## src/source/echo_defs.svh

```systemverilog
`ifndef ECHO_DEFS_SVH
`define ECHO_DEFS_SVH

////////////////////////////////////////
// mac stream widths.
////////////////////////////////////////

`define MAC_INTERFACE_W     64  // 8 bytes per beat.
`define MAC_PADBYTES_W      3
`define MTU_SIZE_W          8   // enough for a 16 beat frame of 128 bytes.

////////////////////////////////////////
// buffer sizing.
////////////////////////////////////////

`define QUEUE_LOG_ELS       6   // 64 beat entries.
`define SIZE_QUEUE_LOG_ELS  3   // 8 size entries.

// longest legal frame, also the space the producer reserves at a start beat.
`define MAX_FRAME_BEATS     16

`endif
```

## src/source/echo_header_pkg.sv

```systemverilog
`default_nettype none
`include "echo_defs.svh"

package echo_header_pkg;

    ////////////////////////////////////////
    // port header carried in the first beat.
    ////////////////////////////////////////

    typedef struct packed {
        logic   [15:0]  dst_id;     // most significant bytes of the beat.
        logic   [15:0]  src_id;
        logic   [15:0]  ethertype;
        logic   [15:0]  tag;
    } port_header_t;

    ////////////////////////////////////////
    // two views of the first beat.
    ////////////////////////////////////////

    // raw is what the queue holds, hdr is what the responder edits.
    typedef union packed {
        logic   [`MAC_INTERFACE_W-1:0]  raw;
        port_header_t                   hdr;
    } first_beat_u;

endpackage

`default_nettype wire

```

## src/source/mac_stream_pkg.sv

```systemverilog
`default_nettype none
`include "echo_defs.svh"

package mac_stream_pkg;

    ////////////////////////////////////////
    // one beat on either mac side.
    ////////////////////////////////////////

    typedef struct packed {
        logic   [`MAC_INTERFACE_W-1:0]  data;
        logic                           startframe;
        logic                           endframe;
        logic   [`MAC_PADBYTES_W-1:0]   padbytes;   // only meaningful on the end beat.
    } mac_beat_t;

    ////////////////////////////////////////
    // one entry of the beat queue.
    ////////////////////////////////////////

    // the queue stores the beat as it arrived, framing bits included.
    typedef struct packed {
        logic   [`MAC_INTERFACE_W-1:0]  data;
        logic                           startframe;
        logic                           endframe;
        logic   [`MAC_PADBYTES_W-1:0]   padbytes;
    } queue_entry_t;

endpackage

`default_nettype wire

```

## src/source/echo_subsystem_top.sv

```systemverilog
`default_nettype none
`include "echo_defs.svh"

module echo_subsystem_top (
     input  wire                                clk
    ,input  wire                                rst_n

    ,input  wire                                rx_val
    ,input  wire mac_stream_pkg::mac_beat_t     rx_beat

    ,output logic                               tx_val
    ,output mac_stream_pkg::mac_beat_t          tx_beat
    ,output logic   [`MTU_SIZE_W-1:0]           tx_frame_size

    ,output logic   [15:0]                      drop_count
);

    logic                           wr_req;
    mac_stream_pkg::queue_entry_t   wr_entry;
    logic   [`QUEUE_LOG_ELS:0]      free_beats;

    logic                           rd_req;
    mac_stream_pkg::queue_entry_t   rd_entry;

    logic                           size_push;
    logic   [`MTU_SIZE_W-1:0]       size_data;
    logic                           size_pop;
    logic                           size_full;
    logic                           size_empty;
    logic   [`MTU_SIZE_W-1:0]       size_head;

    ////////////////////////////////////////
    // receive side.
    ////////////////////////////////////////

    rx_frame_admit admit (
         .clk           (clk            )
        ,.rst_n         (rst_n          )
        ,.rx_val        (rx_val         )
        ,.rx_beat       (rx_beat        )
        ,.free_beats    (free_beats     )
        ,.size_full     (size_full      )
        ,.wr_req        (wr_req         )
        ,.wr_entry      (wr_entry       )
        ,.size_push     (size_push      )
        ,.size_data     (size_data      )
        ,.drop_count    (drop_count     )
    );

    packet_queue pkt_queue (
         .clk           (clk            )
        ,.rst_n         (rst_n          )
        ,.wr_req        (wr_req         )
        ,.wr_entry      (wr_entry       )
        ,.rd_req        (rd_req         )
        ,.rd_entry      (rd_entry       )
        ,.free_beats    (free_beats     )
        ,.size_push     (size_push      )
        ,.size_data     (size_data      )
        ,.size_pop      (size_pop       )
        ,.size_full     (size_full      )
        ,.size_empty    (size_empty     )
        ,.size_head     (size_head      )
    );

    ////////////////////////////////////////
    // transmit side.
    ////////////////////////////////////////

    echo_responder responder (
         .clk           (clk            )
        ,.rst_n         (rst_n          )
        ,.size_empty    (size_empty     )
        ,.size_head     (size_head      )
        ,.size_pop      (size_pop       )
        ,.rd_entry      (rd_entry       )
        ,.rd_req        (rd_req         )
        ,.tx_val        (tx_val         )
        ,.tx_beat       (tx_beat        )
        ,.tx_frame_size (tx_frame_size  )
    );

endmodule

`default_nettype wire

```

## src/source/echo_responder.sv

```systemverilog
`default_nettype none
`include "echo_defs.svh"

module echo_responder (
     input  wire                                clk
    ,input  wire                                rst_n

    ,input  wire                                size_empty
    ,input  wire    [`MTU_SIZE_W-1:0]           size_head
    ,output logic                               size_pop

    ,input  wire mac_stream_pkg::queue_entry_t  rd_entry
    ,output logic                               rd_req

    ,output logic                               tx_val
    ,output mac_stream_pkg::mac_beat_t          tx_beat
    ,output logic   [`MTU_SIZE_W-1:0]           tx_frame_size
);

    localparam logic st_idle = 1'b0;
    localparam logic st_stream = 1'b1;

    logic                           state_q;
    logic                           state_d;

    echo_header_pkg::first_beat_u   rx_hdr;
    echo_header_pkg::first_beat_u   tx_hdr;
    mac_stream_pkg::mac_beat_t      beat_d;

    ////////////////////////////////////////
    // frame pull FSM.
    ////////////////////////////////////////

    // a waiting size means every beat of that frame is already in the queue.
    always_comb begin
        state_d = state_q;
        size_pop = 1'b0;
        rd_req = 1'b0;
        case (state_q)
            st_idle: begin
                if (!size_empty) begin
                    size_pop = 1'b1;
                    rd_req = 1'b1;  // the start beat goes with the size.
                    if (!rd_entry.endframe) begin
                        state_d = st_stream;
                    end
                end
            end
            default: begin
                rd_req = 1'b1;
                if (rd_entry.endframe) begin
                    state_d = st_idle;
                end
            end
        endcase
    end

    always_ff @(posedge clk or negedge rst_n) begin
        if (!rst_n) begin
            state_q <= st_idle;
            tx_val <= 1'b0;
        end else begin
            state_q <= state_d;
            tx_val <= rd_req;
        end
    end

    ////////////////////////////////////////
    // header swap.
    ////////////////////////////////////////

    always_comb begin
        rx_hdr.raw = rd_entry.data;
        tx_hdr = rx_hdr;
        tx_hdr.hdr.dst_id = rx_hdr.hdr.src_id;
        tx_hdr.hdr.src_id = rx_hdr.hdr.dst_id;

        // only the start beat carries a header, later beats pass as they are.
        beat_d.data = rd_entry.startframe ? tx_hdr.raw : rd_entry.data;
        beat_d.startframe = rd_entry.startframe;
        beat_d.endframe = rd_entry.endframe;
        beat_d.padbytes = rd_entry.padbytes;
    end

    always_ff @(posedge clk) begin
        if (rd_req) begin
            tx_beat <= beat_d;
        end
        if (size_pop) begin
            tx_frame_size <= size_head; // held for the start beat one cycle later.
        end
    end

endmodule

`default_nettype wire

```

## src/source/packet_queue.sv

```systemverilog
`default_nettype none
`include "echo_defs.svh"

module packet_queue (
     input  wire                                clk
    ,input  wire                                rst_n

    ,input  wire                                wr_req
    ,input  wire mac_stream_pkg::queue_entry_t  wr_entry

    ,input  wire                                rd_req
    ,output mac_stream_pkg::queue_entry_t       rd_entry
    ,output logic   [`QUEUE_LOG_ELS:0]          free_beats

    ,input  wire                                size_push
    ,input  wire    [`MTU_SIZE_W-1:0]           size_data
    ,input  wire                                size_pop
    ,output logic                               size_full
    ,output logic                               size_empty
    ,output logic   [`MTU_SIZE_W-1:0]           size_head
);

    localparam int beat_els = 1 << `QUEUE_LOG_ELS;
    localparam int size_els = 1 << `SIZE_QUEUE_LOG_ELS;
    localparam logic [`QUEUE_LOG_ELS:0] beat_cap = (`QUEUE_LOG_ELS+1)'(beat_els);
    localparam logic [`SIZE_QUEUE_LOG_ELS:0] size_cap = (`SIZE_QUEUE_LOG_ELS+1)'(size_els);

    ////////////////////////////////////////
    // beat queue.
    ////////////////////////////////////////

    mac_stream_pkg::queue_entry_t       beat_mem [beat_els];

    logic   [`QUEUE_LOG_ELS-1:0]        beat_wr_ptr_q;
    logic   [`QUEUE_LOG_ELS-1:0]        beat_rd_ptr_q;
    logic   [`QUEUE_LOG_ELS:0]          beat_cnt_q;
    logic                               beat_wr;
    logic                               beat_rd;

    // the producer reserves room up front, so these guards only matter on misuse.
    assign beat_wr = wr_req & (beat_cnt_q != beat_cap);
    assign beat_rd = rd_req & (beat_cnt_q != '0);

    always_ff @(posedge clk) begin
        if (beat_wr) begin
            beat_mem[beat_wr_ptr_q] <= wr_entry;
        end
    end

    always_ff @(posedge clk or negedge rst_n) begin
        if (!rst_n) begin
            beat_wr_ptr_q <= '0;
            beat_rd_ptr_q <= '0;
            beat_cnt_q <= '0;
        end else begin
            if (beat_wr) begin
                beat_wr_ptr_q <= beat_wr_ptr_q + 1'b1;  // wraps at the queue depth.
            end
            if (beat_rd) begin
                beat_rd_ptr_q <= beat_rd_ptr_q + 1'b1;
            end
            beat_cnt_q <= beat_cnt_q + (`QUEUE_LOG_ELS+1)'(beat_wr)
                                     - (`QUEUE_LOG_ELS+1)'(beat_rd);
        end
    end

    // show-ahead read of the head entry.
    assign rd_entry = beat_mem[beat_rd_ptr_q];
    assign free_beats = beat_cap - beat_cnt_q;

    ////////////////////////////////////////
    // frame size queue.
    ////////////////////////////////////////

    logic   [`MTU_SIZE_W-1:0]           size_mem [size_els];

    logic   [`SIZE_QUEUE_LOG_ELS-1:0]   size_wr_ptr_q;
    logic   [`SIZE_QUEUE_LOG_ELS-1:0]   size_rd_ptr_q;
    logic   [`SIZE_QUEUE_LOG_ELS:0]     size_cnt_q;
    logic                               size_wr;
    logic                               size_rd;

    // a size lands with the end beat, so a visible size means a complete frame.
    assign size_wr = size_push & ~size_full;
    assign size_rd = size_pop & ~size_empty;

    always_ff @(posedge clk) begin
        if (size_wr) begin
            size_mem[size_wr_ptr_q] <= size_data;
        end
    end

    always_ff @(posedge clk or negedge rst_n) begin
        if (!rst_n) begin
            size_wr_ptr_q <= '0;
            size_rd_ptr_q <= '0;
            size_cnt_q <= '0;
        end else begin
            if (size_wr) begin
                size_wr_ptr_q <= size_wr_ptr_q + 1'b1;
            end
            if (size_rd) begin
                size_rd_ptr_q <= size_rd_ptr_q + 1'b1;
            end
            size_cnt_q <= size_cnt_q + (`SIZE_QUEUE_LOG_ELS+1)'(size_wr)
                                     - (`SIZE_QUEUE_LOG_ELS+1)'(size_rd);
        end
    end

    assign size_full = (size_cnt_q == size_cap);
    assign size_empty = (size_cnt_q == '0);
    assign size_head = size_mem[size_rd_ptr_q];

endmodule

`default_nettype wire

```

## src/source/rx_frame_admit.sv

```systemverilog
`default_nettype none
`include "echo_defs.svh"

module rx_frame_admit (
     input  wire                                clk
    ,input  wire                                rst_n

    ,input  wire                                rx_val
    ,input  wire mac_stream_pkg::mac_beat_t     rx_beat

    ,input  wire    [`QUEUE_LOG_ELS:0]          free_beats
    ,input  wire                                size_full

    ,output logic                               wr_req
    ,output mac_stream_pkg::queue_entry_t       wr_entry
    ,output logic                               size_push
    ,output logic   [`MTU_SIZE_W-1:0]           size_data
    ,output logic   [15:0]                      drop_count
);

    localparam logic [`MTU_SIZE_W-1:0] beat_bytes = `MTU_SIZE_W'(`MAC_INTERFACE_W / 8);
    localparam logic [`QUEUE_LOG_ELS:0] min_free = (`QUEUE_LOG_ELS+1)'(`MAX_FRAME_BEATS);

    logic                       keep_q;     // the current frame is being stored.
    logic   [`MTU_SIZE_W-1:0]   byte_cnt_q; // bytes of the frame before this beat.

    logic                       start_beat;
    logic                       end_beat;
    logic                       admit;
    logic                       keep_now;
    logic   [`MTU_SIZE_W-1:0]   byte_base;

    ////////////////////////////////////////
    // admission.
    ////////////////////////////////////////

    assign start_beat = rx_val & rx_beat.startframe;
    assign end_beat = rx_val & rx_beat.endframe;

    // room for the longest frame means the whole frame fits, whatever its length.
    assign admit = (free_beats >= min_free) & ~size_full;

    assign keep_now = start_beat ? admit : keep_q;

    ////////////////////////////////////////
    // writes into the buffer.
    ////////////////////////////////////////

    assign wr_req = rx_val & keep_now;
    assign wr_entry.data = rx_beat.data;
    assign wr_entry.startframe = rx_beat.startframe;
    assign wr_entry.endframe = rx_beat.endframe;
    assign wr_entry.padbytes = rx_beat.padbytes;

    // a start beat restarts the count, so a stale count never leaks in.
    assign byte_base = rx_beat.startframe ? '0 : byte_cnt_q;

    assign size_push = end_beat & keep_now;
    assign size_data = byte_base + beat_bytes - `MTU_SIZE_W'(rx_beat.padbytes);

    always_ff @(posedge clk or negedge rst_n) begin
        if (!rst_n) begin
            keep_q <= 1'b0;
            byte_cnt_q <= '0;
            drop_count <= '0;
        end else if (rx_val) begin
            keep_q <= keep_now & ~rx_beat.endframe; // leave the frame on its end beat.
            byte_cnt_q <= byte_base + beat_bytes;
            if (start_beat && !admit) begin
                drop_count <= drop_count + 16'd1;
            end
        end
    end

endmodule

`default_nettype wire

```

## config.mk

```make
export PLATFORM = sky130hd
export DESIGN_NAME = echo_subsystem_top
export DESIGN_NICKNAME = d
export VERILOG_FILES = /design/src/source/echo_header_pkg.sv /design/src/source/mac_stream_pkg.sv /design/src/source/echo_subsystem_top.sv /design/src/source/echo_responder.sv /design/src/source/packet_queue.sv /design/src/source/rx_frame_admit.sv
export VERILOG_INCLUDE_DIRS = /design/src /design/src/source
export SDC_FILE = /design/constraint.sdc
export NUM_CORES = 2
export LEC_CHECK = 0
export BUFFER_PORTS_ARGS = -buffer_cell sky130_fd_sc_hd__buf_2
export CORE_ASPECT_RATIO = 0.6
export CORE_MARGIN = 2
export CORE_UTILIZATION = 35
export CTS_BUF_LIST = sky130_fd_sc_hd__clkbuf_8
export DETAILED_ROUTE_END_ITERATION = 7
export MAX_ROUTING_LAYER = met4
export SLEW_MARGIN = 20
export SYNTH_ARGS = -nofsm -noshare
export SYNTH_HDL_FRONTEND = slang
export SYNTH_MEMORY_MAX_BITS = 65536
export SYNTH_SLANG_ARGS = --single-unit
```

## constraint.sdc

```tcl
create_clock -name clk -period 6.9 [get_ports clk]
set_input_delay 1.035 -clock clk [delete_from_list [all_inputs] [get_ports clk]]
set_output_delay 1.035 -clock clk [all_outputs]
set_load 0.05 [all_outputs]
```

==> summary.md <==
| Metric | Value |
|---|---|
| Fin util | `39.46%` |
| Final Wtd Congestion | `0.8036` |
| Net count after synthesis | `7775` |
| Syn Area/Cell | `23.01 um^2` |
| Setup Viol. Count Final | `0` |
| Core area | `503500 um^2` |
| Commonest non-fill, non-tap cell in the layout | `edfxtp_1` |
| Period Utilization, post-route | `72.70%` |
| Tmin final | `5.016 ns` |
| Initial Util | `35.07%` |
| Synth Instances | `7674` |
| First-pass GRT wire length | `698.9 mm` |
| Worst Skew | `0.07738 ns` |
| CTS tree | `built` |
| Worst EP required | `7.60 ns` |
| CP Max Fanout | `22` |
| Die Y | `554.2 um` |
| Critical path launch point type | `flop` |
| Cell accounting for the most synthesized area | `edfxtp_1` |
| CTS Root Cell | `clkbuf_8` |
| Final TNS setup | `0 ns` |
| Cell area after synthesis | `176600 um^2` |
| Status | `finished clean` |
| Initial antenna violation count | `49` |
| Highest Clock Rate | `199.4 MHz` |
| Worst-path clk slew | `0.07 ns` |
| Synth top area cells | `edfxtp_1, mux4_2, mux2i_1, dfrtp_1, a221oi_1` |
| DP Cell Count | `14430` |
| CTS buffer count | `632` |
| Vias/cell | `5.707` |
| Max VDD drop | `0.5173 mV` |
| Worst Max-Slew Pin Slew | `1.183 ns` |
| Deepest clock path buffer count | `4` |
| Area delta synth->final | `12.53%` |
| Data arrival, critical path | `5.72 ns` |
| Sequential cell area fraction in the yosys report | `78.30%` |
| Seq cells post-synth | `4613` |
| Post-synth ARST share | `1.214%` |
| Warnings from Yosys | `0` |
| Initial detailed-routing violation count | `13240` |
| Design Area, Final | `198700 um^2` |
| Max-cap violation count | `0` |
| Hold Buf Count CTS | `0` |
| Routed len/inst | `32.89 um` |
| Worst setup EP type | `flop` |
| Post-synth cell types | `63` |
| Vias | `88830` |
| IO Port Bufs | `165` |
| H-tree level count | `6` |
| Rows | `202` |
| Layout cell share with drive strength beyond 1 | `27.29%` |
| Number of iterations in the first detailed-routing pass | `6` |
| Worst-Skew Late Latency | `1.14 ns` |
| DRC Markers | `0` |
| Die area | `510400 um^2` |
| Placement Cell Area | `187300 um^2` |
| Final Slew Violations | `0` |
| # IOs | `166` |
| GRT Util Overall | `19.97%` |
| Final Hold Vio Count | `0` |
| Leak Pwr | `0.06273 uW` |
| R2r startpoint | `pkt_queue.beat_cnt_q[3]` |
| Setup bufs post-CTS | `0` |
| Most frequent cells in the layout | `edfxtp_1, mux4_2, clkbuf_8` |
| Synth Flop Type | `edfxtp_1` |
| PwrDens | `383.9 nW/um^2` |
| Antenna Nets Post-Route | `0` |
| Chip Width | `920.9 um` |
| Post-cts sizing count | `0` |
| Hold Path Class | `input pin to asynchronous set/reset pin` |
| RSZ-0062 raised after global routing | `false` |
| Largest net degree at the start of global routing | `114` |
| DP HPWL | `285.6 mm` |
| Crit Path Class | `flop to flop` |
| Number of synthesized flops with an enable pin | `4557` |
| Non-Filler Instances | `15560` |
| CTS Sinks | `4613` |
| Slew HR | `20.92%` |
| Post-synth top area share | `77.50%` |
| Number of global-route vias before repair | `86350` |
| Final net count | `8437` |
| WL final | `511.9 mm` |
| Congestion Overflow GR | `0` |
| CP startpoint | `pkt_queue.beat_cnt_q[3]` |
flip-flops by register name, summed over array words and instances (netlist names):
name                     flops
pkt_queue.beat_cnt_q         7
pkt_queue.size_rd_ptr_q      3
pkt_queue.size_mem          64
pkt_queue.size_wr_ptr_q      3
admit.drop_count            16
responder.tx_val             1
admit.keep_q                 1
responder.tx_beat           69
pkt_queue.beat_mem        4416
pkt_queue.size_cnt_q         4
pkt_queue.beat_wr_ptr_q      6
responder.tx_frame_size      8
responder.state_q            1
admit.byte_cnt_q             8
pkt_queue.beat_rd_ptr_q      6
cell usage after synthesis, types with 6 or more instances:
library cell / instances
a211oi_1: 57
a21oi_1: 129
a221o_1: 22
a221oi_1: 83
a22oi_1: 39
a31oi_1: 30
a32oi_1: 22
and2_1: 28
and3_1: 6
buf_1: 48
buf_2: 128
buf_4: 33
buf_6: 34
clkbuf_1: 189
dfrtp_1: 56
edfxtp_1: 4557
ha_1: 26
inv_1: 34
mux2_2: 17
mux2i_1: 519
mux4_2: 1078
nand2_1: 54
nand2b_1: 6
nand3_1: 11
nand4_1: 8
nor2_1: 116
nor2b_1: 22
o211ai_1: 37
o21ai_0: 140
o221ai_1: 38
xnor2_1: 25
xor2_1: 17
per-layer routing:
metal	vias up	track usage, %	wire (um)
met5	-	-	0
met4	0	3.836	9481
met3	644	5.198	61630
met2	5598	27.23	216700
met1	48440	30.26	224100
li1	34150	-	-
stage by stage:
stage | setup slack [ns] | power [uW] | hold slack [ns]
2_1_floorplan | 0.9977 | 48610 | 0.4427
3_3_place_gp | 1.659 | 57240 | 0.4585
5_1_grt | 1.837 | 79050 | 0.1230
6_report | 1.884 | 76290 | 0.1622
3_5_place_dp | 1.620 | 57480 | 0.4671
4_1_cts | 2.023 | 76810 | 0.05514
critical path, stage by stage, from the launching register on:
cell and delay, ns:
dfrtp_1 0.41, inv_1 0.13, ha_1 0.17, nor3b_1 0.58, mux2i_1 0.26, o31ai_1 0.13, a21boi_1 0.18, buf_4 0.24
nand4bb_1 0.86, nor2_4 0.98, buf_4 0.57
where the power goes:
group	switching (uW)	total (uW)	internal [uW]
logic	14600	24000	9450
clock network	10400	19500	9110
registers	853	32800	31900
total	25800	76300	50500
worst paths after layout:
path | to | slack, ns | depth (start not counted)
max | pkt_queue.beat_mem[58][6] | 1.88 | 10
min | responder.tx_val | 0.16 | 2
min reg2reg | admit.drop_count[15] | 0.47 | 1
min in group clk | pkt_queue.beat_mem[5][8] | 0.32 | 1
max in group asynchronous | pkt_queue.beat_rd_ptr_q[2] | 5.98 | 2
max reg2reg | pkt_queue.beat_mem[58][6] | 1.88 | 10
layout make-up:
class	count	area [um^2]
fillers	44160	304800
flip-flops and latches	4613	138300
multi-input cells	2591	36570
clock buffers	660	9084
well taps	6732	8423
repair buffers	463	4070
clock inverters	437	2043
inverters	35	151.4
diodes	33	82.58
kinds of logic (layout without fill, tap and decap cells):
logic type,Yosys count,after routing,share of synthesized area (%)
flops,4613,4613,78.30
mux,1614,1614,16.80
compound gates,620,620,2.369
buf+inv,470,1595,1.315
simple gates,286,286,0.7930
xor+xnor,42,42,0.2083
fa+ha+maj,29,29,0.2183
other cells,0,33,0
Power figures use the tool's default switching activity.
